**src/rs_cfg.svh**
```systemverilog
// Reservation station sizing macros
// Physical register count and entries per functional-unit class

`ifndef RS_CFG_SVH
`define RS_CFG_SVH

// Physical register file size, sets the tag width
`define RS_NUM_PR 64

// Entries per class, in slot order
`define RS_NUM_LD 1
`define RS_NUM_ST 1
`define RS_NUM_BR 1
`define RS_NUM_MULT 2
`define RS_NUM_ALU 3

// Total slots across all classes
`define RS_NUM_ENTRY (`RS_NUM_LD + `RS_NUM_ST + `RS_NUM_BR + `RS_NUM_MULT + `RS_NUM_ALU)

// Number of functional-unit classes
`define RS_NUM_FU 5

`endif
```
**src/rs_pkg.sv**
```systemverilog
// Reservation station package
// Functional-unit class and ALU function enums, tag width, slot to class map

`default_nettype none

`include "rs_cfg.svh"

package rs_pkg;

	// Physical tag width
	localparam int TAG_W = $clog2(`RS_NUM_PR);

	// Class encoding, doubles as class index
	typedef enum logic [2:0] {
		fu_ld   = 3'd0,
		fu_st   = 3'd1,
		fu_br   = 3'd2,
		fu_mult = 3'd3,
		fu_alu  = 3'd4
	} fu_t;

	// ALU operations
	typedef enum logic [4:0] {
		alu_addq   = 5'h00,
		alu_subq   = 5'h01,
		alu_and    = 5'h02,
		alu_bic    = 5'h03,
		alu_bis    = 5'h04,
		alu_ornot  = 5'h05,
		alu_xor    = 5'h06,
		alu_eqv    = 5'h07,
		alu_srl    = 5'h08,
		alu_sll    = 5'h09,
		alu_sra    = 5'h0a,
		alu_mulq   = 5'h0b,
		alu_cmpeq  = 5'h0c,
		alu_cmplt  = 5'h0d,
		alu_cmple  = 5'h0e,
		alu_cmpult = 5'h0f,
		alu_cmpule = 5'h10
	} alu_func_t;

	// Slot index to class, grouping is ld, st, br, mult, alu
	function automatic fu_t class_of(input int idx);
		if (idx < `RS_NUM_LD)
			return fu_ld;
		else if (idx < `RS_NUM_LD + `RS_NUM_ST)
			return fu_st;
		else if (idx < `RS_NUM_LD + `RS_NUM_ST + `RS_NUM_BR)
			return fu_br;
		else if (idx < `RS_NUM_LD + `RS_NUM_ST + `RS_NUM_BR + `RS_NUM_MULT)
			return fu_mult;
		else
			return fu_alu;
	endfunction

endpackage

`default_nettype wire

```
**src/rs_top.sv**
```systemverilog
// Reservation station top level
// Allocator, slot array and issue selector

`timescale 1ns/1ps
`default_nettype none

`include "rs_cfg.svh"

module rs_top (
	input  logic                                         clock,
	input  logic                                         arst_n,
	// Dispatch
	input  logic                                         dispatch_valid,
	input  rs_pkg::fu_t                                  dispatch_fu,
	input  rs_pkg::alu_func_t                            dispatch_func,
	input  logic              [rs_pkg::TAG_W-1:0]        dispatch_dest,
	input  logic              [rs_pkg::TAG_W-1:0]        dispatch_src1,
	input  logic                                         dispatch_src1_ready,
	input  logic              [rs_pkg::TAG_W-1:0]        dispatch_src2,
	input  logic                                         dispatch_src2_ready,
	// CDB
	input  logic                                         cdb_valid,
	input  logic              [rs_pkg::TAG_W-1:0]        cdb_tag,
	// Occupancy per class
	output logic              [`RS_NUM_FU-1:0]           rs_full,
	// Issue per class
	output logic              [`RS_NUM_FU-1:0]                     issue_valid,
	output rs_pkg::alu_func_t [`RS_NUM_FU-1:0]                     issue_func,
	output logic              [`RS_NUM_FU-1:0][rs_pkg::TAG_W-1:0] issue_dest,
	output logic              [`RS_NUM_FU-1:0][rs_pkg::TAG_W-1:0] issue_src1,
	output logic              [`RS_NUM_FU-1:0][rs_pkg::TAG_W-1:0] issue_src2
);

	import rs_pkg::*;

	// Slot handshakes
	logic [`RS_NUM_ENTRY-1:0] write_sel;
	logic [`RS_NUM_ENTRY-1:0] free_sel;
	logic [`RS_NUM_ENTRY-1:0] busy;
	logic [`RS_NUM_ENTRY-1:0] ready;

	// Slot payload toward the selector
	alu_func_t [`RS_NUM_ENTRY-1:0]            ent_func;
	logic      [`RS_NUM_ENTRY-1:0][TAG_W-1:0] ent_dest;
	logic      [`RS_NUM_ENTRY-1:0][TAG_W-1:0] ent_src1;
	logic      [`RS_NUM_ENTRY-1:0][TAG_W-1:0] ent_src2;

	////////////////////////////////
	// Allocation
	////////////////////////////////

	rs_alloc u_alloc (
		.dispatch_valid (dispatch_valid),
		.dispatch_fu    (dispatch_fu),
		.busy           (busy),
		.write_sel      (write_sel),
		.rs_full        (rs_full)
	);

	////////////////////////////////
	// Slot array
	////////////////////////////////

	// Dispatch fields fan out, write_sel picks the slot
	for (genvar i = 0; i < `RS_NUM_ENTRY; i++) begin : g_entry
		rs_entry u_entry (
			.clock         (clock),
			.arst_n        (arst_n),
			.write         (write_sel[i]),
			.free          (free_sel[i]),
			.in_func       (dispatch_func),
			.in_dest       (dispatch_dest),
			.in_src1       (dispatch_src1),
			.in_src2       (dispatch_src2),
			.in_src1_ready (dispatch_src1_ready),
			.in_src2_ready (dispatch_src2_ready),
			.cdb_valid     (cdb_valid),
			.cdb_tag       (cdb_tag),
			.busy          (busy[i]),
			.ready         (ready[i]),
			.func          (ent_func[i]),
			.dest          (ent_dest[i]),
			.src1          (ent_src1[i]),
			.src2          (ent_src2[i])
		);
	end

	////////////////////////////////
	// Issue
	////////////////////////////////

	rs_issue_select u_issue (
		.clock       (clock),
		.arst_n      (arst_n),
		.ready       (ready),
		.func        (ent_func),
		.dest        (ent_dest),
		.src1        (ent_src1),
		.src2        (ent_src2),
		.free_sel    (free_sel),
		.issue_valid (issue_valid),
		.issue_func  (issue_func),
		.issue_dest  (issue_dest),
		.issue_src1  (issue_src1),
		.issue_src2  (issue_src2)
	);

endmodule

`default_nettype wire

```
**src/rs_issue_select.sv**
```systemverilog
// Issue selector
// Lowest ready slot per class, registered issue ports, free strobes

`timescale 1ns/1ps
`default_nettype none

`include "rs_cfg.svh"

module rs_issue_select (
	input  logic                                         clock,
	input  logic                                         arst_n,
	// Slot status and payload
	input  logic              [`RS_NUM_ENTRY-1:0]                     ready,
	input  rs_pkg::alu_func_t [`RS_NUM_ENTRY-1:0]                     func,
	input  logic              [`RS_NUM_ENTRY-1:0][rs_pkg::TAG_W-1:0] dest,
	input  logic              [`RS_NUM_ENTRY-1:0][rs_pkg::TAG_W-1:0] src1,
	input  logic              [`RS_NUM_ENTRY-1:0][rs_pkg::TAG_W-1:0] src2,
	// Release strobe back to the slots
	output logic              [`RS_NUM_ENTRY-1:0]                     free_sel,
	// Per-class issue ports
	output logic              [`RS_NUM_FU-1:0]                        issue_valid,
	output rs_pkg::alu_func_t [`RS_NUM_FU-1:0]                        issue_func,
	output logic              [`RS_NUM_FU-1:0][rs_pkg::TAG_W-1:0]    issue_dest,
	output logic              [`RS_NUM_FU-1:0][rs_pkg::TAG_W-1:0]    issue_src1,
	output logic              [`RS_NUM_FU-1:0][rs_pkg::TAG_W-1:0]    issue_src2
);

	import rs_pkg::*;

	// Slot index width
	localparam int IDX_W = $clog2(`RS_NUM_ENTRY);

	// Winner per class
	logic [`RS_NUM_FU-1:0]            pick_valid;
	logic [`RS_NUM_FU-1:0][IDX_W-1:0] pick_idx;

	////////////////////////////////
	// Priority pick
	////////////////////////////////

	always_comb begin
		fu_t c;
		pick_valid = '0;
		pick_idx   = '0;
		free_sel   = '0;
		// Ascending scan, first ready slot of each class wins
		for (int i = 0; i < `RS_NUM_ENTRY; i++) begin
			c = class_of(i);
			if (ready[i] && !pick_valid[c]) begin
				pick_valid[c] = 1'b1;
				pick_idx[c]   = IDX_W'(i);
				free_sel[i]   = 1'b1;
			end
		end
	end

	////////////////////////////////
	// Issue registers
	////////////////////////////////

	// Valid bits, one cycle after selection
	always_ff @(posedge clock or negedge arst_n) begin
		if (!arst_n)
			issue_valid <= '0;
		else
			issue_valid <= pick_valid;
	end

	// Payload mux from the winning slot
	always_ff @(posedge clock) begin
		for (int c = 0; c < `RS_NUM_FU; c++) begin
			if (pick_valid[c]) begin
				issue_func[c] <= func[pick_idx[c]];
				issue_dest[c] <= dest[pick_idx[c]];
				issue_src1[c] <= src1[pick_idx[c]];
				issue_src2[c] <= src2[pick_idx[c]];
			end
		end
	end

endmodule

`default_nettype wire

```
**src/rs_alloc.sv**
```systemverilog
// Slot allocator for dispatch
// Lowest free slot of the dispatching class, per-class full flags

`timescale 1ns/1ps
`default_nettype none

`include "rs_cfg.svh"

module rs_alloc (
	// Dispatch request
	input  logic                     dispatch_valid,
	input  rs_pkg::fu_t              dispatch_fu,
	// Registered slot occupancy
	input  logic [`RS_NUM_ENTRY-1:0] busy,
	// One-hot slot grant
	output logic [`RS_NUM_ENTRY-1:0] write_sel,
	// One bit per class
	output logic [`RS_NUM_FU-1:0]    rs_full
);

	import rs_pkg::*;

	// Free slots belonging to the requested class
	logic [`RS_NUM_ENTRY-1:0] cand;

	// Lowest set bit of cand
	logic [`RS_NUM_ENTRY-1:0] cand_low;

	////////////////////////////////
	// Class mask
	////////////////////////////////

	always_comb begin
		cand = '0;
		for (int i = 0; i < `RS_NUM_ENTRY; i++) begin
			// Slot range check through the fixed grouping
			cand[i] = ~busy[i] && (class_of(i) == dispatch_fu);
		end
	end

	// Isolate the lowest free slot
	assign cand_low = cand & (~cand + 1'b1);

	// No grant without a strobe
	// Full class leaves cand empty, so the request drops
	assign write_sel = dispatch_valid ? cand_low : '0;

	////////////////////////////////
	// Full flags
	////////////////////////////////

	always_comb begin
		for (int c = 0; c < `RS_NUM_FU; c++) begin
			rs_full[c] = 1'b1;
			// Full only when every slot of the class is occupied
			for (int i = 0; i < `RS_NUM_ENTRY; i++) begin
				if (class_of(i) == fu_t'(c))
					rs_full[c] = rs_full[c] & busy[i];
			end
		end
	end

endmodule

`default_nettype wire

```
**src/rs_entry.sv**
```systemverilog
// Single reservation station slot
// Busy flag, payload tags, source ready bits, CDB wakeup

`timescale 1ns/1ps
`default_nettype none

`include "rs_cfg.svh"

module rs_entry (
	input  logic                     clock,
	input  logic                     arst_n,
	// Allocation and release strobes
	input  logic                     write,
	input  logic                     free,
	// Dispatched instruction
	input  rs_pkg::alu_func_t        in_func,
	input  logic [rs_pkg::TAG_W-1:0] in_dest,
	input  logic [rs_pkg::TAG_W-1:0] in_src1,
	input  logic [rs_pkg::TAG_W-1:0] in_src2,
	input  logic                     in_src1_ready,
	input  logic                     in_src2_ready,
	// Tag broadcast
	input  logic                     cdb_valid,
	input  logic [rs_pkg::TAG_W-1:0] cdb_tag,
	// Status
	output logic                     busy,
	output logic                     ready,
	// Stored payload
	output rs_pkg::alu_func_t        func,
	output logic [rs_pkg::TAG_W-1:0] dest,
	output logic [rs_pkg::TAG_W-1:0] src1,
	output logic [rs_pkg::TAG_W-1:0] src2
);

	// Per-source ready state
	logic src1_rdy;
	logic src2_rdy;

	// CDB hits on the incoming sources
	logic in_src1_hit;
	logic in_src2_hit;

	// CDB hits on the stored sources
	logic src1_hit;
	logic src2_hit;

	////////////////////////////////
	// Tag compare
	////////////////////////////////

	// Bypass path for a broadcast in the dispatch cycle
	assign in_src1_hit = cdb_valid && (cdb_tag == in_src1);
	assign in_src2_hit = cdb_valid && (cdb_tag == in_src2);

	// Wakeup for a waiting slot
	assign src1_hit = cdb_valid && (cdb_tag == src1);
	assign src2_hit = cdb_valid && (cdb_tag == src2);

	////////////////////////////////
	// Control state
	////////////////////////////////

	always_ff @(posedge clock or negedge arst_n) begin
		if (!arst_n) begin
			busy     <= 1'b0;
			src1_rdy <= 1'b0;
			src2_rdy <= 1'b0;
		end else if (write) begin
			// New instruction, pick up a same-cycle broadcast
			busy     <= 1'b1;
			src1_rdy <= in_src1_ready | in_src1_hit;
			src2_rdy <= in_src2_ready | in_src2_hit;
		end else begin
			// Released by the issue selector
			if (free)
				busy <= 1'b0;
			// Sticky wakeup
			if (src1_hit)
				src1_rdy <= 1'b1;
			if (src2_hit)
				src2_rdy <= 1'b1;
		end
	end

	// Payload, loaded on allocation only
	always_ff @(posedge clock) begin
		if (write) begin
			func <= in_func;
			dest <= in_dest;
			src1 <= in_src1;
			src2 <= in_src2;
		end
	end

	// Eligible for issue once both operands are available
	assign ready = busy & src1_rdy & src2_rdy;

endmodule

`default_nettype wire

```
**config.mk**
```make
export PLATFORM = sky130hd
export DESIGN_NAME = rs_top
export DESIGN_NICKNAME = d
export VERILOG_FILES = /design/src/rs_pkg.sv /design/src/rs_top.sv /design/src/rs_issue_select.sv /design/src/rs_alloc.sv /design/src/rs_entry.sv
export VERILOG_INCLUDE_DIRS = /design/src /design/src/src
export SDC_FILE = /design/constraint.sdc
export NUM_CORES = 1
export LEC_CHECK = 0
export BUFFER_PORTS_ARGS = -buffer_cell sky130_fd_sc_hd__buf_2
export CORE_MARGIN = 2
export CORE_UTILIZATION = 55
export CTS_BUF_LIST = sky130_fd_sc_hd__clkbuf_4 sky130_fd_sc_hd__clkbuf_8
export DETAILED_ROUTE_END_ITERATION = 8
export PLACE_DENSITY = 0.84
export SLEW_MARGIN = 10
export SYNTH_ARGS = -nofsm -noshare
export SYNTH_HDL_FRONTEND = slang
export SYNTH_HIERARCHICAL = 1
export SYNTH_SLANG_ARGS = --single-unit
export TNS_END_PERCENT = 50
```
**constraint.sdc**
```tcl
create_clock -name clock -period 3.65 [get_ports clock]
set_clock_uncertainty 0.15 [all_clocks]
set_input_delay 0.9125 -clock clock [delete_from_list [all_inputs] [get_ports clock]]
set_output_delay 0.9125 -clock clock [all_outputs]
set_load 0.01 [all_outputs]
```
# Yosys cells after proc, flatten, opt, wreduce, memory -nomap -nowiden
# Cells that the tools add are included.
dict set report word_totals {
  input_bits 38
  ff_bits 328
  output_inout_bits 125
}
dict set report classes {
  bitwise 31
  n_reduce_logical 65
  muxes 112
  n_addsub 1
  order_cmp 5
  n_eq_ne 22
}
# cell n
set op_table {}
lappend op_table {{$bmux 6 s3} 15}
lappend op_table {{$eq 6x6->1} 18}
lappend op_table {{$mux 6} 15}
lappend op_table {{$bmux 5 s3} 5}
lappend op_table {{$mux 1} 57}
lappend op_table {{$reduce_bool 2->1} 24}
lappend op_table {{$mux 15} 3}
lappend op_table {{$mux 5} 8}
lappend op_table {{$logic_and 1x1->1} 33}
lappend op_table {{$mux 12} 2}
lappend op_table {{$lt 3x4->1 const B} 5}
lappend op_table {{$and 1x1->1} 19}
lappend op_table {{$mux 4} 3}
lappend op_table {{$mux 9} 1}
lappend op_table {{$add 8x1->8 const B} 1}
lappend op_table {{$and 8x8->8} 1}
lappend op_table {{$mux 8} 1}
lappend op_table {{$not 1->1} 8}
lappend op_table {{$not 8->8} 1}
lappend op_table {{$eq 2x3->1 const A} 2}
lappend op_table {{$logic_not 1->1 const A} 4}
lappend op_table {{$eq 1x3->1 const A} 1}
lappend op_table {{$eq 3x3->1 const A} 1}
lappend op_table {{$logic_not 1->1} 3}
lappend op_table {{other kinds (4)} 5}

# Logic depth before layout (Yosys ltp)
# Gate-level depths: netlist of run 1.
dict set report depth {
  ltp_word 18
  ltp_mapped 7
  ltp_nobuf 5
}

# Cells and area by module
# The synthesis of run 1 kept the hierarchy.
# module area_per_inst_um2 cells_per_inst n_inst seq_area_each_um2
set by_module_without_submodules {}
lappend by_module_without_submodules {rs_entry 1094.8 66 8 765.7}
lappend by_module_without_submodules {rs_issue_select 5271.3 346 1 3578.4}
lappend by_module_without_submodules {rs_alloc 126.4 17 1 0.0}

# Least setup slack after synthesis of run 1
# No wires, ideal clock.
dict set report synth_path {
  path_kind {input to register}
  start {input dispatch_fu[2]}
  end {register g_entry[1].u_entry.src1_rdy}
  required_ns 3.424
  path_buffers 0
  arrival_ns 4.352
  stages 3
  path_slack_ns -0.928
  setup_time_ns 0.076
  cell_sequence {nand2b_1 > nor4b_1 > o32a_1}
}
dict set report synth_via {
  elab_chain_cells 7
}
# element line_no
set synth_lines {}
lappend synth_lines {{start, declared} rs_top.sv:14} ;# input rs_pkg::fu_t dispatch_fu,
lappend synth_lines {{$eq 1x3->1 or $logic_not 3->1 (tied branches)} rs_alloc.sv:37} ;# cand[i] = ~busy[i] && (class_of(i) == dispatch_fu);
lappend synth_lines {{$logic_and 1x1->1} rs_alloc.sv:37}
lappend synth_lines {{$not 8->8} rs_alloc.sv:42} ;# assign cand_low = cand & (~cand + 1'b1);
lappend synth_lines {{$add 8x1->8} rs_alloc.sv:42}
lappend synth_lines {{$and 8x8->8 *} rs_alloc.sv:42}
lappend synth_lines {{$mux 8 *} rs_alloc.sv:46} ;# assign write_sel = dispatch_valid ? cand_low : '0;
lappend synth_lines {{net write_sel[1]} rs_top.sv:37} ;# logic [`RS_NUM_ENTRY-1:0] write_sel;
lappend synth_lines {{$mux 1 or $reduce_bool 2->1 (tied branches)} n/a}
lappend synth_lines {{end signal, assigned} rs_entry.sv:71} ;# src1_rdy <= in_src1_ready | in_src1_hit;
lappend synth_lines {{end, declared} rs_entry.sv:36} ;# logic src1_rdy;
# Mark *: on every way through the listed nets, which the timed path passes. The rest lies on a longest branch.
# A chain may end at the register's enable or synchronous reset.

# Worst setup path after layout of run 1
dict set report layout_path {
  start {register g_entry[5].u_entry.busy}
  end {register u_issue/issue_func[24] in the netlist's numbering, data pin}
}
dict set report layout_via {
  elab_chain_cells 12
}
# element line_no
set layout_lines {}
lappend layout_lines {{start, declared} rs_entry.sv:26} ;# output logic busy,
lappend layout_lines {{start signal, assigned} rs_entry.sv:65} ;# busy <= 1'b0;
lappend layout_lines {{start signal, assigned} rs_entry.sv:70} ;# busy <= 1'b1;
lappend layout_lines {{start signal, assigned} rs_entry.sv:76} ;# busy <= 1'b0;
lappend layout_lines {{$and 1x1->1 * (2 in series)} rs_entry.sv:96} ;# assign ready = busy & src1_rdy & src2_rdy;
lappend layout_lines {{net ready[5]} rs_top.sv:40} ;# logic [`RS_NUM_ENTRY-1:0] ready;
lappend layout_lines {{$logic_and 1x1->1 *} rs_issue_select.sv:49} ;# if (ready[i] && !pick_valid[c]) begin
lappend layout_lines {{$mux 5} rs_issue_select.sv:49}
lappend layout_lines {{$logic_not 1->1} rs_issue_select.sv:49}
lappend layout_lines {{$logic_and 1x1->1} rs_issue_select.sv:49}
lappend layout_lines {{$mux 5} rs_issue_select.sv:49}
lappend layout_lines {{$logic_not 1->1} rs_issue_select.sv:49}
lappend layout_lines {{$logic_and 1x1->1} rs_issue_select.sv:49}
lappend layout_lines {{$mux 15 *} rs_issue_select.sv:49}
lappend layout_lines {{$bmux 5 s3 *} rs_issue_select.sv:73} ;# issue_func[c] <= func[pick_idx[c]];
lappend layout_lines {{$mux 5 (not written as such) *} rs_issue_select.sv:73}
lappend layout_lines {{end signal, assigned by index} rs_issue_select.sv:73}
lappend layout_lines {{end, declared} rs_issue_select.sv:22} ;# output rs_pkg::alu_func_t [`RS_NUM_FU-1:0] issue_func,
# Mark *: on every way through the listed nets, which the timed path passes. The rest lies on a longest branch. The select of a mux whose other input is x is not followed.

==> impl_table.tex, run 1 <==
\begin{tabular}{lr}
\hline
Metric & Value \\
\hline
\multicolumn{2}{l}{\textbf{Final layout}} \\
\quad Area added between synthesis and finish & 15.78\% \\
\quad Share of cells above drive strength 1 & 0.3142 \\
\quad Net count of the finished layout & 1131 \\
\quad Storage element area & just under 10000 um\^{}2 \\
\quad Util after Layout & 0.6490 \\
\quad Summed area of non-filler cells in the final layout & 16390 um\^{}2 \\
\quad Commonest non-fill, non-tap cell in the layout & sky130\_fd\_sc\_hd\_\_edfxtp\_1 \\
\quad Top library cells by usage in the layout, fill and taps aside & sky130\_fd\_sc\_hd\_\_edfxtp\_1, sky130\_fd\_sc\_hd\_\_buf\_2, sky130\_fd\_sc\_hd\_\_xnor2\_1, sky130\_fd\_sc\_hd\_\_xor2\_1, sky130\_fd\_sc\_hd\_\_clkbuf\_8 \\
\quad Count of fill cells added during filler insertion & 1807 \\
\quad Combined area of the multi-input logic cells & roughly 4200 um\^{}2 \\
\multicolumn{2}{l}{\textbf{CTS}} \\
\quad CTS sink count & approximately 330 \\
\quad Number of instances resized during post-cts repair & 0 \\
\quad Clk\_lat worst skew & $\sim$0.56 ns \\
\quad Number of buffers inserted during clock tree synthesis & 49 \\
\quad Worst-case clock buffer depth & 3 \\
\quad Postcts setup bufs & 0 \\
\quad Clock tree from TritonCTS & yes \\
\quad Register clock-pin slew on the reported worst setup and hold paths & $\sim$0.060 ns \\
\quad Clock Tree Root & sky130\_fd\_sc\_hd\_\_clkbuf\_8 \\
\quad Post-CTS Hold Fix Bufs & 0 \\
\quad CTS H-tree lvls & 2 \\
\multicolumn{2}{l}{\textbf{GRT}} \\
\quad Antenna violations before repair & 1 \\
\quad Gr usage total & 0.2447 \\
\quad First-pass GRT wire length & between 40000 and 50000 um \\
\quad Vias in the first global route & 8462 \\
\quad Sum of overflow across all layers after global routing & 0 \\
\quad Maximum number of pins on one net before global-route repair & 42 \\
\multicolumn{2}{l}{\textbf{Drt}} \\
\quad Post-detailed-route wirelength per cell & around 23 um \\
\quad Initial drt markers & around 900 \\
\quad First-pass DRT Iterations & 5 \\
\quad Vias after detailed routing & 8661 \\
\quad Antenna violation net count after detailed routing & 0 \\
\quad Post-DR vias/cell & between 5 and 6 \\
\quad Wire length reported by the detailed router & roughly 33000 um \\
\quad DRC Markers & 0 \\
\multicolumn{2}{l}{\textbf{Logic synthesis}} \\
\quad Synthesized area per cell & around 16 um\^{}2 \\
\quad Synth Register Bits & between 300 and 400 \\
\quad Unique masters post-synth & 37 \\
\quad Synthesized-area fraction occupied by xor and xnor cells & 0.1230 \\
\quad Number of nets produced by synthesis & 929 \\
\quad Basic-gate share of the synthesized area counting and, or, nand and nor cells & 0.05639 \\
\quad Synth Cell Area & between 10000 and 15000 um\^{}2 \\
\quad Yosys warns & 6 \\
\quad Largest family of logic cells by synthesized area & XOR/XNOR gates \\
\quad Sequential element share of the synthesized area & 0.6855 \\
\quad Adder-cell share of the synthesized area & 0 \\
\quad Fraction of the mapped netlist area in compound gates & 0.05082 \\
\quad Share of cell area taken by muxes after synthesis & 0.06187 \\
\quad Post-synthesis cell count & a little under 900 \\
\multicolumn{2}{l}{\textbf{Placement}} \\
\quad Dpl hpwl & between 20000 and 25000 um \\
\quad GP Congestion & between 0.8 and 0.9 \\
\quad Placed cell area & approximately 15000 um\^{}2 \\
\quad Number of port buffers & between 150 and 200 \\
\quad Post-Place Worst Slack & roughly 0.85 ns \\
\multicolumn{2}{l}{\textbf{Floorplanning}} \\
\quad FP Rows & 58 \\
\quad Initial core utilization & 0.5605 \\
\quad Die span in x & 164.4 um \\
\quad Die H & 164.4 um \\
\quad Total core area & 25250 um\^{}2 \\
\quad IO Count & approximately 160 \\
\quad Total die area & between 20000 and 30000 um\^{}2 \\
\multicolumn{2}{l}{\textbf{Power and ir drop}} \\
\quad Fraction of power consumed by sequential logic & 0.500 \\
\quad Relative contribution of combinational cells to total power & 0.213 \\
\quad Switching power share of the total & 0.2871 \\
\quad Ratio of total power to cell area & between 600 and 700 nW/um\^{}2 \\
\quad Part of the total power dissipated in the clock network & 0.286 \\
\quad Max rail drop VDD & 0.3091 mV \\
\quad Power Internal & roughly 7.3 mW \\
\quad Total net switching power & between 2 and 3 mW \\
\quad Static leakage power & 5.743 nW \\
\quad Total power draw & between 10 and 15 mW \\
\multicolumn{2}{l}{\textbf{Worst setup path}} \\
\quad Critical Path Max Stage Delay & between 0.6 and 0.7 ns \\
\quad CP cell instances & and3\_1, clkinv\_1, buf\_4, o22ai\_1, a21oi\_1 \\
\quad Arrival time reported for the critical path endpoint & 2.97 ns \\
\quad Maximum net fanout on the critical path & 20 \\
\quad Critical path start-end classification & register to register \\
\quad Max stage delay cell, worst path & sky130\_fd\_sc\_hd\_\_clkinv\_1 \\
\quad Worst path top cell family by delay & buffers and inverters \\
\quad Crit path launch type & register \\
\quad Element type at the critical path end & register \\
\quad Required time of the critical path & between 3 and 4 ns \\
\quad Critical path buffers and inverters & 2 \\
\multicolumn{2}{l}{\textbf{Timing}} \\
\quad Final-report setup violation count & 0 \\
\quad Slew @ Worst Pin & between 1 and 1.5 ns \\
\quad Peak clock frequency supported by timing & between 300 and 400 MHz \\
\quad Final-report hold violation count & 0 \\
\quad Headroom to the max-slew limit & 0.2981 \\
\quad Fin worst setup slack & a little over 0.8 ns \\
\quad Setup repair after global routing missed its margin & false \\
\quad Period minus WS final & around 2.8 ns \\
\quad Crit share post-route & 0.7731 \\
\quad Pins over their slew limit & 0 \\
\quad Hold Worst Slack & roughly 0.31 ns \\
\multicolumn{2}{l}{\textbf{Flow run}} \\
\quad Number of maximum-capacitance violations & 0 \\
\multicolumn{2}{l}{\textbf{Min path}} \\
\quad Worst hold path class & input pin to asynchronous set/reset pin \\
\multicolumn{2}{l}{\textbf{Outcome}} \\
\quad Result of the run & finished clean \\
\hline
\end{tabular}
==> flip-flops by register name (all words and copies together), names as in the netlist, 25 cells and up <==
name / count
u_issue/issue_dest: 30
u_issue/issue_src1: 30
u_issue/issue_src2: 30
g_entry.u_entry/src1: 48
g_entry.u_entry/src2: 48
g_entry.u_entry/func: 40
g_entry.u_entry/dest: 48
u_issue/issue_func: 25
==> routing by layer <==
layer,up-vias,part of all wire,GRT usage
met2,508,0.48,0.3849
met1,4294,0.40,0.3451
met5,-,0,0
met3,77,0.094,0.04395
li1,3782,-,-
met4,0,0.029,0.09170
==> worst reg2reg max path: stages (launching register included) <==
cell,delay [ns]
sky130_fd_sc_hd__dfrtp_1,0.43
sky130_fd_sc_hd__and3_1,0.56
sky130_fd_sc_hd__clkinv_1,0.67
sky130_fd_sc_hd__buf_4,0.44
sky130_fd_sc_hd__o22ai_1,0.24
sky130_fd_sc_hd__a21oi_1,0.08
==> cells in the mapped netlist, drive strengths merged <==
| cell type | number | area share |
|---|---|---|
| nor4b | 2 | 0.0012 |
| a21o | 8 | 0.0042 |
| nor3 | 1 | 0.00071 |
| clkbuf | 9 | 0.0024 |
| xnor2 | 96 | 0.059 |
| a21oi | 17 | 0.0060 |
| or3 | 1 | 0.00044 |
| nor2b | 1 | 0.00044 |
| nor3b | 2 | 0.0014 |
| o32a | 16 | 0.011 |
| nand2 | 30 | 0.0080 |
| nand4bb | 1 | 0.00080 |
| and2 | 1 | 0.00044 |
| nand4 | 32 | 0.014 |
| or2 | 1 | 0.00044 |
| xor2 | 96 | 0.064 |
| buf | 30 | 0.017 |
| mux2 | 52 | 0.041 |
| nor4 | 33 | 0.015 |
| dfrtp | 29 | 0.051 |
| nor2 | 3 | 0.00080 |
| mux2i | 29 | 0.021 |
| nand2b | 18 | 0.0080 |
| edfxtp | 299 | 0.63 |
| nand4b | 1 | 0.00062 |
| inv | 9 | 0.0024 |
| clkinv | 1 | 0.00026 |
| o21ai | 29 | 0.010 |
| o22ai | 34 | 0.019 |
| and3 | 10 | 0.0044 |
==> area by class of cell <==
| class | instances | area share |
|---|---|---|
| Antenna cell | 1 | 0.0001527 |
| Clock buffer | 72 | 0.05321 |
| Clock inverter | 16 | 0.006642 |
| Inverter | 10 | 0.002290 |
| Multi-Input combinational cell | 514 | 0.2551 |
| Sequential cell | 328 | 0.5921 |
| Tap cell | 330 | 0.02519 |
| Timing Repair Buffer | 190 | 0.06535 |
==> power by group through the flow <==
stage | clock network [mW] | logic [mW] | registers (mW)
6_report | 2.95 | 2.20 | 5.15
5_1_grt | 3.17 | 2.37 | 5.19
4_1_cts | 2.99 | 2.20 | 5.15
3_5_place_dp | 0 | 2.19 | 5.22
3_3_place_gp | 0 | 2.12 | 5.22
2_1_floorplan | 0 | 1.22 | 5.33
==> logic make-up after synthesis <==
family | count (synthesis)
AO/OA/AOI/OAI | 104
XOR/XNOR | 192
buffers and inverters | 49
flip-flops | 328
multiplexers | 81
AND/OR/NAND/NOR | 137
==> worst paths after layout <==
kind                                              from                           to  slack (ns)  depth (start not counted)
min in group clock         g_entry[1].u_entry/src2_rdy  g_entry[1].u_entry/src2_rdy        0.37                          1
min                                             arst_n      g_entry[1].u_entry/busy        0.31                          1
min reg2reg                g_entry[1].u_entry/src2_rdy  g_entry[1].u_entry/src2_rdy        0.37                          1
max                            g_entry[5].u_entry/busy       u_issue/issue_func[24]        0.83                          5
max reg2reg                    g_entry[5].u_entry/busy       u_issue/issue_func[24]        0.83                          5
max in group asynchronous                       arst_n  g_entry[6].u_entry/src1_rdy        2.51                          1
==> metrics by stage <==
step           TNS (ns)  instances
3_3_place_gp          0       1372
4_1_cts               0       1460
6_report              0       1461
5_1_grt               0       1461
2_1_floorplan    -63.76        891
3_5_place_dp          0       1372
Note: power is estimated with default switching activity, not from simulation.
==> run 2, diff against run 1 <==
clock period = 2.26 ns   (was 3.65 ns; I/O delays follow)
==> impl_table.tex, run 2 (synthesis results as in run 1) <==
\begin{tabular}{lr}
\hline
Metric & Value \\
\hline
\multicolumn{2}{l}{\textbf{Outcome}} \\
\quad Result of the run & finished clean \\
\multicolumn{2}{l}{\textbf{Timing}} \\
\quad Pins over their slew limit & 0 \\
\quad Slew @ Worst Pin & between 0.8 and 0.9 ns \\
\quad Final-report hold violation count & 0 \\
\quad Peak clock frequency supported by timing & $\sim$450 MHz \\
\quad Headroom to the max-slew limit & 0.4612 \\
\quad Crit share post-route & 0.9727 \\
\quad Hold Worst Slack & about 0.16 ns \\
\quad Setup repair after global routing missed its margin & false \\
\quad Final-report setup violation count & 0 \\
\quad Period minus WS final & 2.198 ns \\
\quad Sum of negative setup slack & 0 ns \\
\multicolumn{2}{l}{\textbf{Floorplanning}} \\
\quad Die span in x & 164.4 um \\
\quad IO Count & 163 \\
\quad Die H & about 160 um \\
\quad Total die area & $\sim$27000 um\^{}2 \\
\quad Total core area & 25250 um\^{}2 \\
\quad FP Rows & 58 \\
\quad Initial core utilization & 0.5605 \\
\multicolumn{2}{l}{\textbf{Drt}} \\
\quad Post-detailed-route wirelength per cell & between 20 and 25 um \\
\quad Topmost layer with routed signal wires & met4 \\
\quad DRC Markers & 0 \\
\quad Routed metal-1 wire length & about 14000 um \\
\quad Routed met3 length & roughly 2800 um \\
\quad Antenna violation net count after detailed routing & 0 \\
\quad First-pass DRT Iterations & 5 \\
\quad Wire length reported by the detailed router & roughly 34000 um \\
\quad Vias after detailed routing & between 8000 and 9000 \\
\quad Post-DR vias/cell & approximately 6 \\
\quad Met2 layer wire length in the routed design & $\sim$16000 um \\
\quad Initial drt markers & $\sim$830 \\
\multicolumn{2}{l}{\textbf{CTS}} \\
\quad Postcts setup bufs & 0 \\
\quad Clock tree from TritonCTS & yes \\
\quad Clk\_lat worst skew & between 0.5 and 0.6 ns \\
\quad Number of buffers inserted during clock tree synthesis & 50 \\
\quad Clock Tree Root & sky130\_fd\_sc\_hd\_\_clkbuf\_8 \\
\quad CTS H-tree lvls & 2 \\
\quad Register clock-pin slew on the reported worst setup and hold paths & $\sim$0.06 ns \\
\quad Worst-case clock buffer depth & 3 \\
\quad CTS sink count & $\sim$330 \\
\multicolumn{2}{l}{\textbf{Flow run}} \\
\quad Number of maximum-capacitance violations & 0 \\
\multicolumn{2}{l}{\textbf{Placement}} \\
\quad Number of port buffers & 162 \\
\quad GP Congestion & $\sim$0.86 \\
\quad Dpl hpwl & 21920 um \\
\quad Placed cell area & 15820 um\^{}2 \\
\multicolumn{2}{l}{\textbf{Final layout}} \\
\quad Share of cells above drive strength 1 & 0.3209 \\
\quad Net count of the finished layout & 1155 \\
\quad Util after Layout & 0.6669 \\
\quad Commonest non-fill, non-tap cell in the layout & sky130\_fd\_sc\_hd\_\_edfxtp\_1 \\
\quad Top library cells by usage in the layout, fill and taps aside & sky130\_fd\_sc\_hd\_\_edfxtp\_1, sky130\_fd\_sc\_hd\_\_buf\_2, sky130\_fd\_sc\_hd\_\_xnor2\_1, sky130\_fd\_sc\_hd\_\_xor2\_1, sky130\_fd\_sc\_hd\_\_mux2\_2 \\
\quad Summed area of non-filler cells in the final layout & roughly 17000 um\^{}2 \\
\quad Largest registers ranked by flip-flop count & g\_entry.u\_entry/dest: 48 flops, g\_entry.u\_entry/src1: 48 flops, g\_entry.u\_entry/src2: 48 flops \\
\quad Area added between synthesis and finish & 18.98\% \\
\multicolumn{2}{l}{\textbf{GRT}} \\
\quad First-pass GRT wire length & around 50000 um \\
\quad Antenna violations before repair & 1 \\
\quad Gr usage total & 0.2485 \\
\quad Maximum number of pins on one net before global-route repair & 49 \\
\quad Vias in the first global route & roughly 8600 \\
\quad Sum of overflow across all layers after global routing & 0 \\
\multicolumn{2}{l}{\textbf{Power and ir drop}} \\
\quad Ratio of total power to cell area & between 1000 and 1500 nW/um\^{}2 \\
\quad Static leakage power & 5.929 nW \\
\quad Max rail drop VDD & roughly 0.46 mV \\
\multicolumn{2}{l}{\textbf{Worst setup path}} \\
\quad CP cell instances & and3\_1, or3\_2, o22ai\_1, a21oi\_1 \\
\quad Critical Path Max Stage Delay & 0.80 ns \\
\quad Critical path buffers and inverters & 0 \\
\quad Crit path launch type & register \\
\quad Maximum net fanout on the critical path & 25 \\
\quad Arrival time reported for the critical path endpoint & approximately 2.4 ns \\
\quad Worst path top cell family by delay & simple AND/OR/NAND/NOR gates \\
\quad Critical path start-end classification & register to register \\
\quad Max stage delay cell, worst path & sky130\_fd\_sc\_hd\_\_or3\_2 \\
\quad Element type at the critical path end & register \\
\quad Required time of the critical path & approximately 2.4 ns \\
\multicolumn{2}{l}{\textbf{Min path}} \\
\quad Worst hold path class & input pin to register \\
\hline
\end{tabular}
[run 2: cell types whose count changed in the layout (fill, tap and decap cells not counted), sizes merged]
cell | before | now
clkbuf | 72 | 63
buf | 190 | 212
clkinvlp | 0 | 3
dlygate4sd3 | 0 | 1
clkinv | 14 | 21
bufinv | 1 | 3
[run 2: worst paths after layout]
path / cells past startpoint / start / slack [ns] / endpoint
max in group asynchronous: 2 / arst_n / 0.97 / g_entry[4].u_entry/src1_rdy
max: 4 / g_entry[6].u_entry/src2_rdy / 0.06 / u_issue/issue_src2[25]
min in group asynchronous: 2 / arst_n / 0.47 / u_issue/issue_valid[3]
min reg2reg: 1 / g_entry[1].u_entry/src2_rdy / 0.37 / g_entry[1].u_entry/src2_rdy
max reg2reg: 4 / g_entry[6].u_entry/src2_rdy / 0.06 / u_issue/issue_src2[25]
min: 1 / dispatch_func[3] / 0.16 / g_entry[7].u_entry/func[3]
[run 2: area by class of cell]
class,count,area (um^2)
sequential,328,9704
clock buffer,63,792.0
tap,330,412.9
clock inverter,28,214.0
multi-input combinational,514,4220
inverter,10,37.54
antenna,1,2.502
timing repair buffer,213,1459
fill,1709,8412
[run 2: metal layers]
metal  global-route usage  vias up
met1               0.3567     4334
li1                     -     3833
met2               0.3929      474
met3              0.04269       75
met4              0.07826        0
met5                    0        -
[run 2: report_power, final]
group / total, mW / switching, mW / internal [mW]
registers: 8.30 / 0.429 / 7.87
logic: 3.80 / 2.23 / 1.57
clock network: 4.91 / 2.25 / 2.66
total: 17.0 / 4.91 / 12.1
[run 2: repair_timing]
action | CTS | global route
gates resized for setup | 0 | 0
hold buffers | 1 | 0
hold endpoints to repair | 29 | 0
[run 2: metrics by stage]
step                power, mW  std cells  setup slack [ns]
global route            17.64       1487           0.03633
finish                  17.00       1487           0.06166
global placement        12.05       1394            0.1637
detailed placement      12.18       1394            0.1230
CTS                     17.08       1486           0.08341
floorplan               10.60        891           -0.2992
[run 2: worst reg2reg max path, cell delays in order, from the launching register on]
cell and delay [ns]:
sky130_fd_sc_hd__dfrtp_1 0.39, sky130_fd_sc_hd__and3_1 0.22, sky130_fd_sc_hd__or3_2 0.81, sky130_fd_sc_hd__o22ai_1 0.27, sky130_fd_sc_hd__a21oi_1 0.09
==> run 3, diff against run 2 <==
CORE_UTILIZATION = 54   (was 55)
PLACE_DENSITY = 0.83   (was 0.84)
SYNTH_HIERARCHICAL = default   (was 1)
==> impl_table.tex, run 3 <==
\begin{tabular}{lr}
\hline
Metric & Value \\
\hline
\multicolumn{2}{l}{\textbf{Outcome}} \\
\quad Result of the run & finished clean \\
\multicolumn{2}{l}{\textbf{Logic synthesis}} \\
\quad Yosys warns & 0 \\
\quad Portion of synthesized cell area occupied by the leading cell type & 0.6800 \\
\quad Synthesized area per cell & roughly 16 um\^{}2 \\
\quad Top area cells in the synthesized netlist & sky130\_fd\_sc\_hd\_\_edfxtp\_1, sky130\_fd\_sc\_hd\_\_dfrtp\_1, sky130\_fd\_sc\_hd\_\_mux2\_2 \\
\quad Async set or reset register ratio after synthesis & 0.08841 \\
\quad Sequential element share of the synthesized area & 0.7350 \\
\quad Number of nets produced by synthesis & approximately 860 \\
\quad Main synth FF type & sky130\_fd\_sc\_hd\_\_edfxtp\_1 \\
\quad Post-synth EDFFs & between 200 and 300 \\
\quad Most common cell in the netlist & sky130\_fd\_sc\_hd\_\_edfxtp\_1 \\
\quad Most frequent cells after synthesis & sky130\_fd\_sc\_hd\_\_edfxtp\_1, sky130\_fd\_sc\_hd\_\_nand2\_1, sky130\_fd\_sc\_hd\_\_xor2\_1 \\
\quad Post-synthesis cell count & 818 \\
\quad Synth Cell Area & $\sim$13000 um\^{}2 \\
\quad Unique masters post-synth & 36 \\
\quad Synth Register Bits & between 300 and 400 \\
\quad Cell type contributing the most total cell area after synthesis & sky130\_fd\_sc\_hd\_\_edfxtp\_1 \\
\multicolumn{2}{l}{\textbf{CTS}} \\
\quad CTS sink count & approximately 330 \\
\quad Clock tree from TritonCTS & yes \\
\quad Postcts setup bufs & 0 \\
\quad Worst-case clock buffer depth & 3 \\
\quad Number of instances resized during post-cts repair & 0 \\
\quad Clk\_lat worst skew & 0.57 ns \\
\quad Post-CTS Hold Fix Bufs & 1 \\
\quad Clock Tree Root & sky130\_fd\_sc\_hd\_\_clkbuf\_8 \\
\quad Number of buffers inserted during clock tree synthesis & 48 \\
\quad Register clock-pin slew on the reported worst setup and hold paths & $\sim$0.060 ns \\
\quad CTS H-tree lvls & 2 \\
\multicolumn{2}{l}{\textbf{Worst setup path}} \\
\quad Max stage delay cell, worst path & sky130\_fd\_sc\_hd\_\_dfrtp\_1 \\
\quad Crit path launch type & register \\
\quad Critical path start-end classification & register to output port \\
\quad Maximum net fanout on the critical path & 7 \\
\quad Critical Path Max Stage Delay & roughly 0.48 ns \\
\quad Arrival time reported for the critical path endpoint & between 1 and 1.5 ns \\
\quad Critical path buffers and inverters & 1 \\
\quad Worst path top cell family by delay & flip-flops \\
\quad Element type at the critical path end & output port \\
\quad CP cell instances & and3\_1, buf\_2 \\
\quad Required time of the critical path & about 1.5 ns \\
\multicolumn{2}{l}{\textbf{Final layout}} \\
\quad Count of fill cells added during filler insertion & around 1600 \\
\quad Net count of the finished layout & $\sim$1100 \\
\quad Area added between synthesis and finish & 19.25\% \\
\quad Top library cells by usage in the layout, fill and taps aside & sky130\_fd\_sc\_hd\_\_edfxtp\_1, sky130\_fd\_sc\_hd\_\_buf\_2, sky130\_fd\_sc\_hd\_\_nand2\_1, sky130\_fd\_sc\_hd\_\_clkbuf\_8, sky130\_fd\_sc\_hd\_\_xor2\_1 \\
\quad Share of cells above drive strength 1 & 0.3234 \\
\quad Commonest non-fill, non-tap cell in the layout & sky130\_fd\_sc\_hd\_\_edfxtp\_1 \\
\quad Storage element area & $\sim$9700 um\^{}2 \\
\quad Combined area of the multi-input logic cells & $\sim$3300 um\^{}2 \\
\quad Largest registers ranked by flip-flop count & g\_entry.u\_entry.dest: 48 flops, g\_entry.u\_entry.src1: 48 flops, g\_entry.u\_entry.src2: 48 flops \\
\multicolumn{2}{l}{\textbf{Min path}} \\
\quad Worst hold path class & input pin to register \\
\multicolumn{2}{l}{\textbf{Timing}} \\
\quad Pins over their slew limit & 0 \\
\quad Fin worst setup slack & 0.08504 ns \\
\quad Period minus WS final & between 2 and 2.5 ns \\
\quad Headroom to the max-slew limit & 0.3809 \\
\quad Final-report setup violation count & 0 \\
\quad Crit share post-route & 0.9624 \\
\quad Sum of negative setup slack & 0 ns \\
\quad Hold Worst Slack & around 0.17 ns \\
\quad Peak clock frequency supported by timing & between 400 and 500 MHz \\
\quad Setup repair after global routing missed its margin & false \\
\quad Slew @ Worst Pin & 0.9287 ns \\
\quad Final-report hold violation count & 0 \\
\multicolumn{2}{l}{\textbf{GRT}} \\
\quad First-pass GRT wire length & 47420 um \\
\quad Antenna violations before repair & 1 \\
\quad Sum of overflow across all layers after global routing & 0 \\
\quad Vias in the first global route & roughly 8100 \\
\quad Maximum number of pins on one net before global-route repair & 30 \\
\quad Gr usage total & 0.2467 \\
\multicolumn{2}{l}{\textbf{Power and ir drop}} \\
\quad Ratio of total power to cell area & 998.9 nW/um\^{}2 \\
\quad Max rail drop VDD & 0.4039 mV \\
\quad Static leakage power & around 6 nW \\
\multicolumn{2}{l}{\textbf{Floorplanning}} \\
\quad Total die area & $\sim$26000 um\^{}2 \\
\quad Die H & about 160 um \\
\quad FP Rows & 57 \\
\quad Initial core utilization & 0.5461 \\
\quad Die span in x & 160.4 um \\
\quad Total core area & roughly 24000 um\^{}2 \\
\quad IO Count & roughly 160 \\
\multicolumn{2}{l}{\textbf{Drt}} \\
\quad Post-DR vias/cell & 5.760 \\
\quad Wire length reported by the detailed router & about 32000 um \\
\quad Vias after detailed routing & a little over 8000 \\
\quad Post-detailed-route wirelength per cell & $\sim$23 um \\
\quad Antenna violation net count after detailed routing & 0 \\
\quad Initial drt markers & approximately 960 \\
\quad DRC Markers & 0 \\
\quad First-pass DRT Iterations & 5 \\
\multicolumn{2}{l}{\textbf{Placement}} \\
\quad GP Congestion & roughly 0.9 \\
\quad Post-Place Worst Slack & 0.1051 ns \\
\quad Dpl hpwl & 20640 um \\
\quad Number of port buffers & 162 \\
\multicolumn{2}{l}{\textbf{Flow run}} \\
\quad Number of maximum-capacitance violations & 0 \\
\hline
\end{tabular}
==> run 3: logic make-up after synthesis <==
group,share of synthesized area
mux,0.05667
xor+xnor,0.07164
simple gates,0.05657
buf+inv,0.02378
compound gates,0.05638
flops,0.7350
==> run 3: through the flow <==
stage	total power, mW	utilization	instances	instance area (um^2)
5_1_grt	16.30	0.6512	1398	15750
4_1_cts	15.79	0.6511	1397	15740
3_5_place_dp	10.84	0.6077	1307	14690
2_1_floorplan	9.615	-	818	13260
6_report	15.73	0.6512	1398	15750
3_3_place_gp	10.76	0.6077	1307	14690
==> run 3: worst reg2reg max path: stages, from the launching register on <==
cell	delay (ns)
sky130_fd_sc_hd__dfrtp_1	0.44
sky130_fd_sc_hd__nand3_1	0.36
sky130_fd_sc_hd__inv_1	0.47
sky130_fd_sc_hd__buf_12	0.22
==> run 3: area by class of cell <==
cell class,instances,share of cell area
sequential,328,0.6163
multi-input combinational,445,0.2070
clock inverter,12,0.004371
tap,324,0.02575
antenna,1,0.0001589
inverter,3,0.0007152
timing repair buffer,208,0.08392
clock buffer,77,0.06175
==> run 3: report_power, final <==
group	leakage, nW	internal, mW	switching, mW
clock	0.553	2.74	2.21
sequential	3.07	7.58	0.387
combinational	2.35	1.09	1.72
==> run 3: layer usage <==
layer | GRT usage | part of all wire
met5 | 0 | 0
met4 | 0.09255 | 0.031
met1 | 0.3298 | 0.38
met2 | 0.4101 | 0.49
met3 | 0.04416 | 0.091
==> run 3: final timing paths <==
kind	start	to	slack (ns)	cells after the start
worst min register to register	g_entry[5].u_entry.func[1]	u_issue.issue_func[21]	0.37	1
worst max-delay path	g_entry[5].u_entry.busy	rs_full[4]	0.09	2
min in group asynchronous	arst_n	u_issue.issue_valid[1]	0.47	2
worst min-delay path	dispatch_dest[5]	g_entry[0].u_entry.dest[5]	0.17	1
worst max register to register	g_entry[1].u_entry.busy	u_issue.issue_src2[7]	0.32	3
max in group asynchronous	arst_n	u_issue.issue_valid[4]	0.98	2
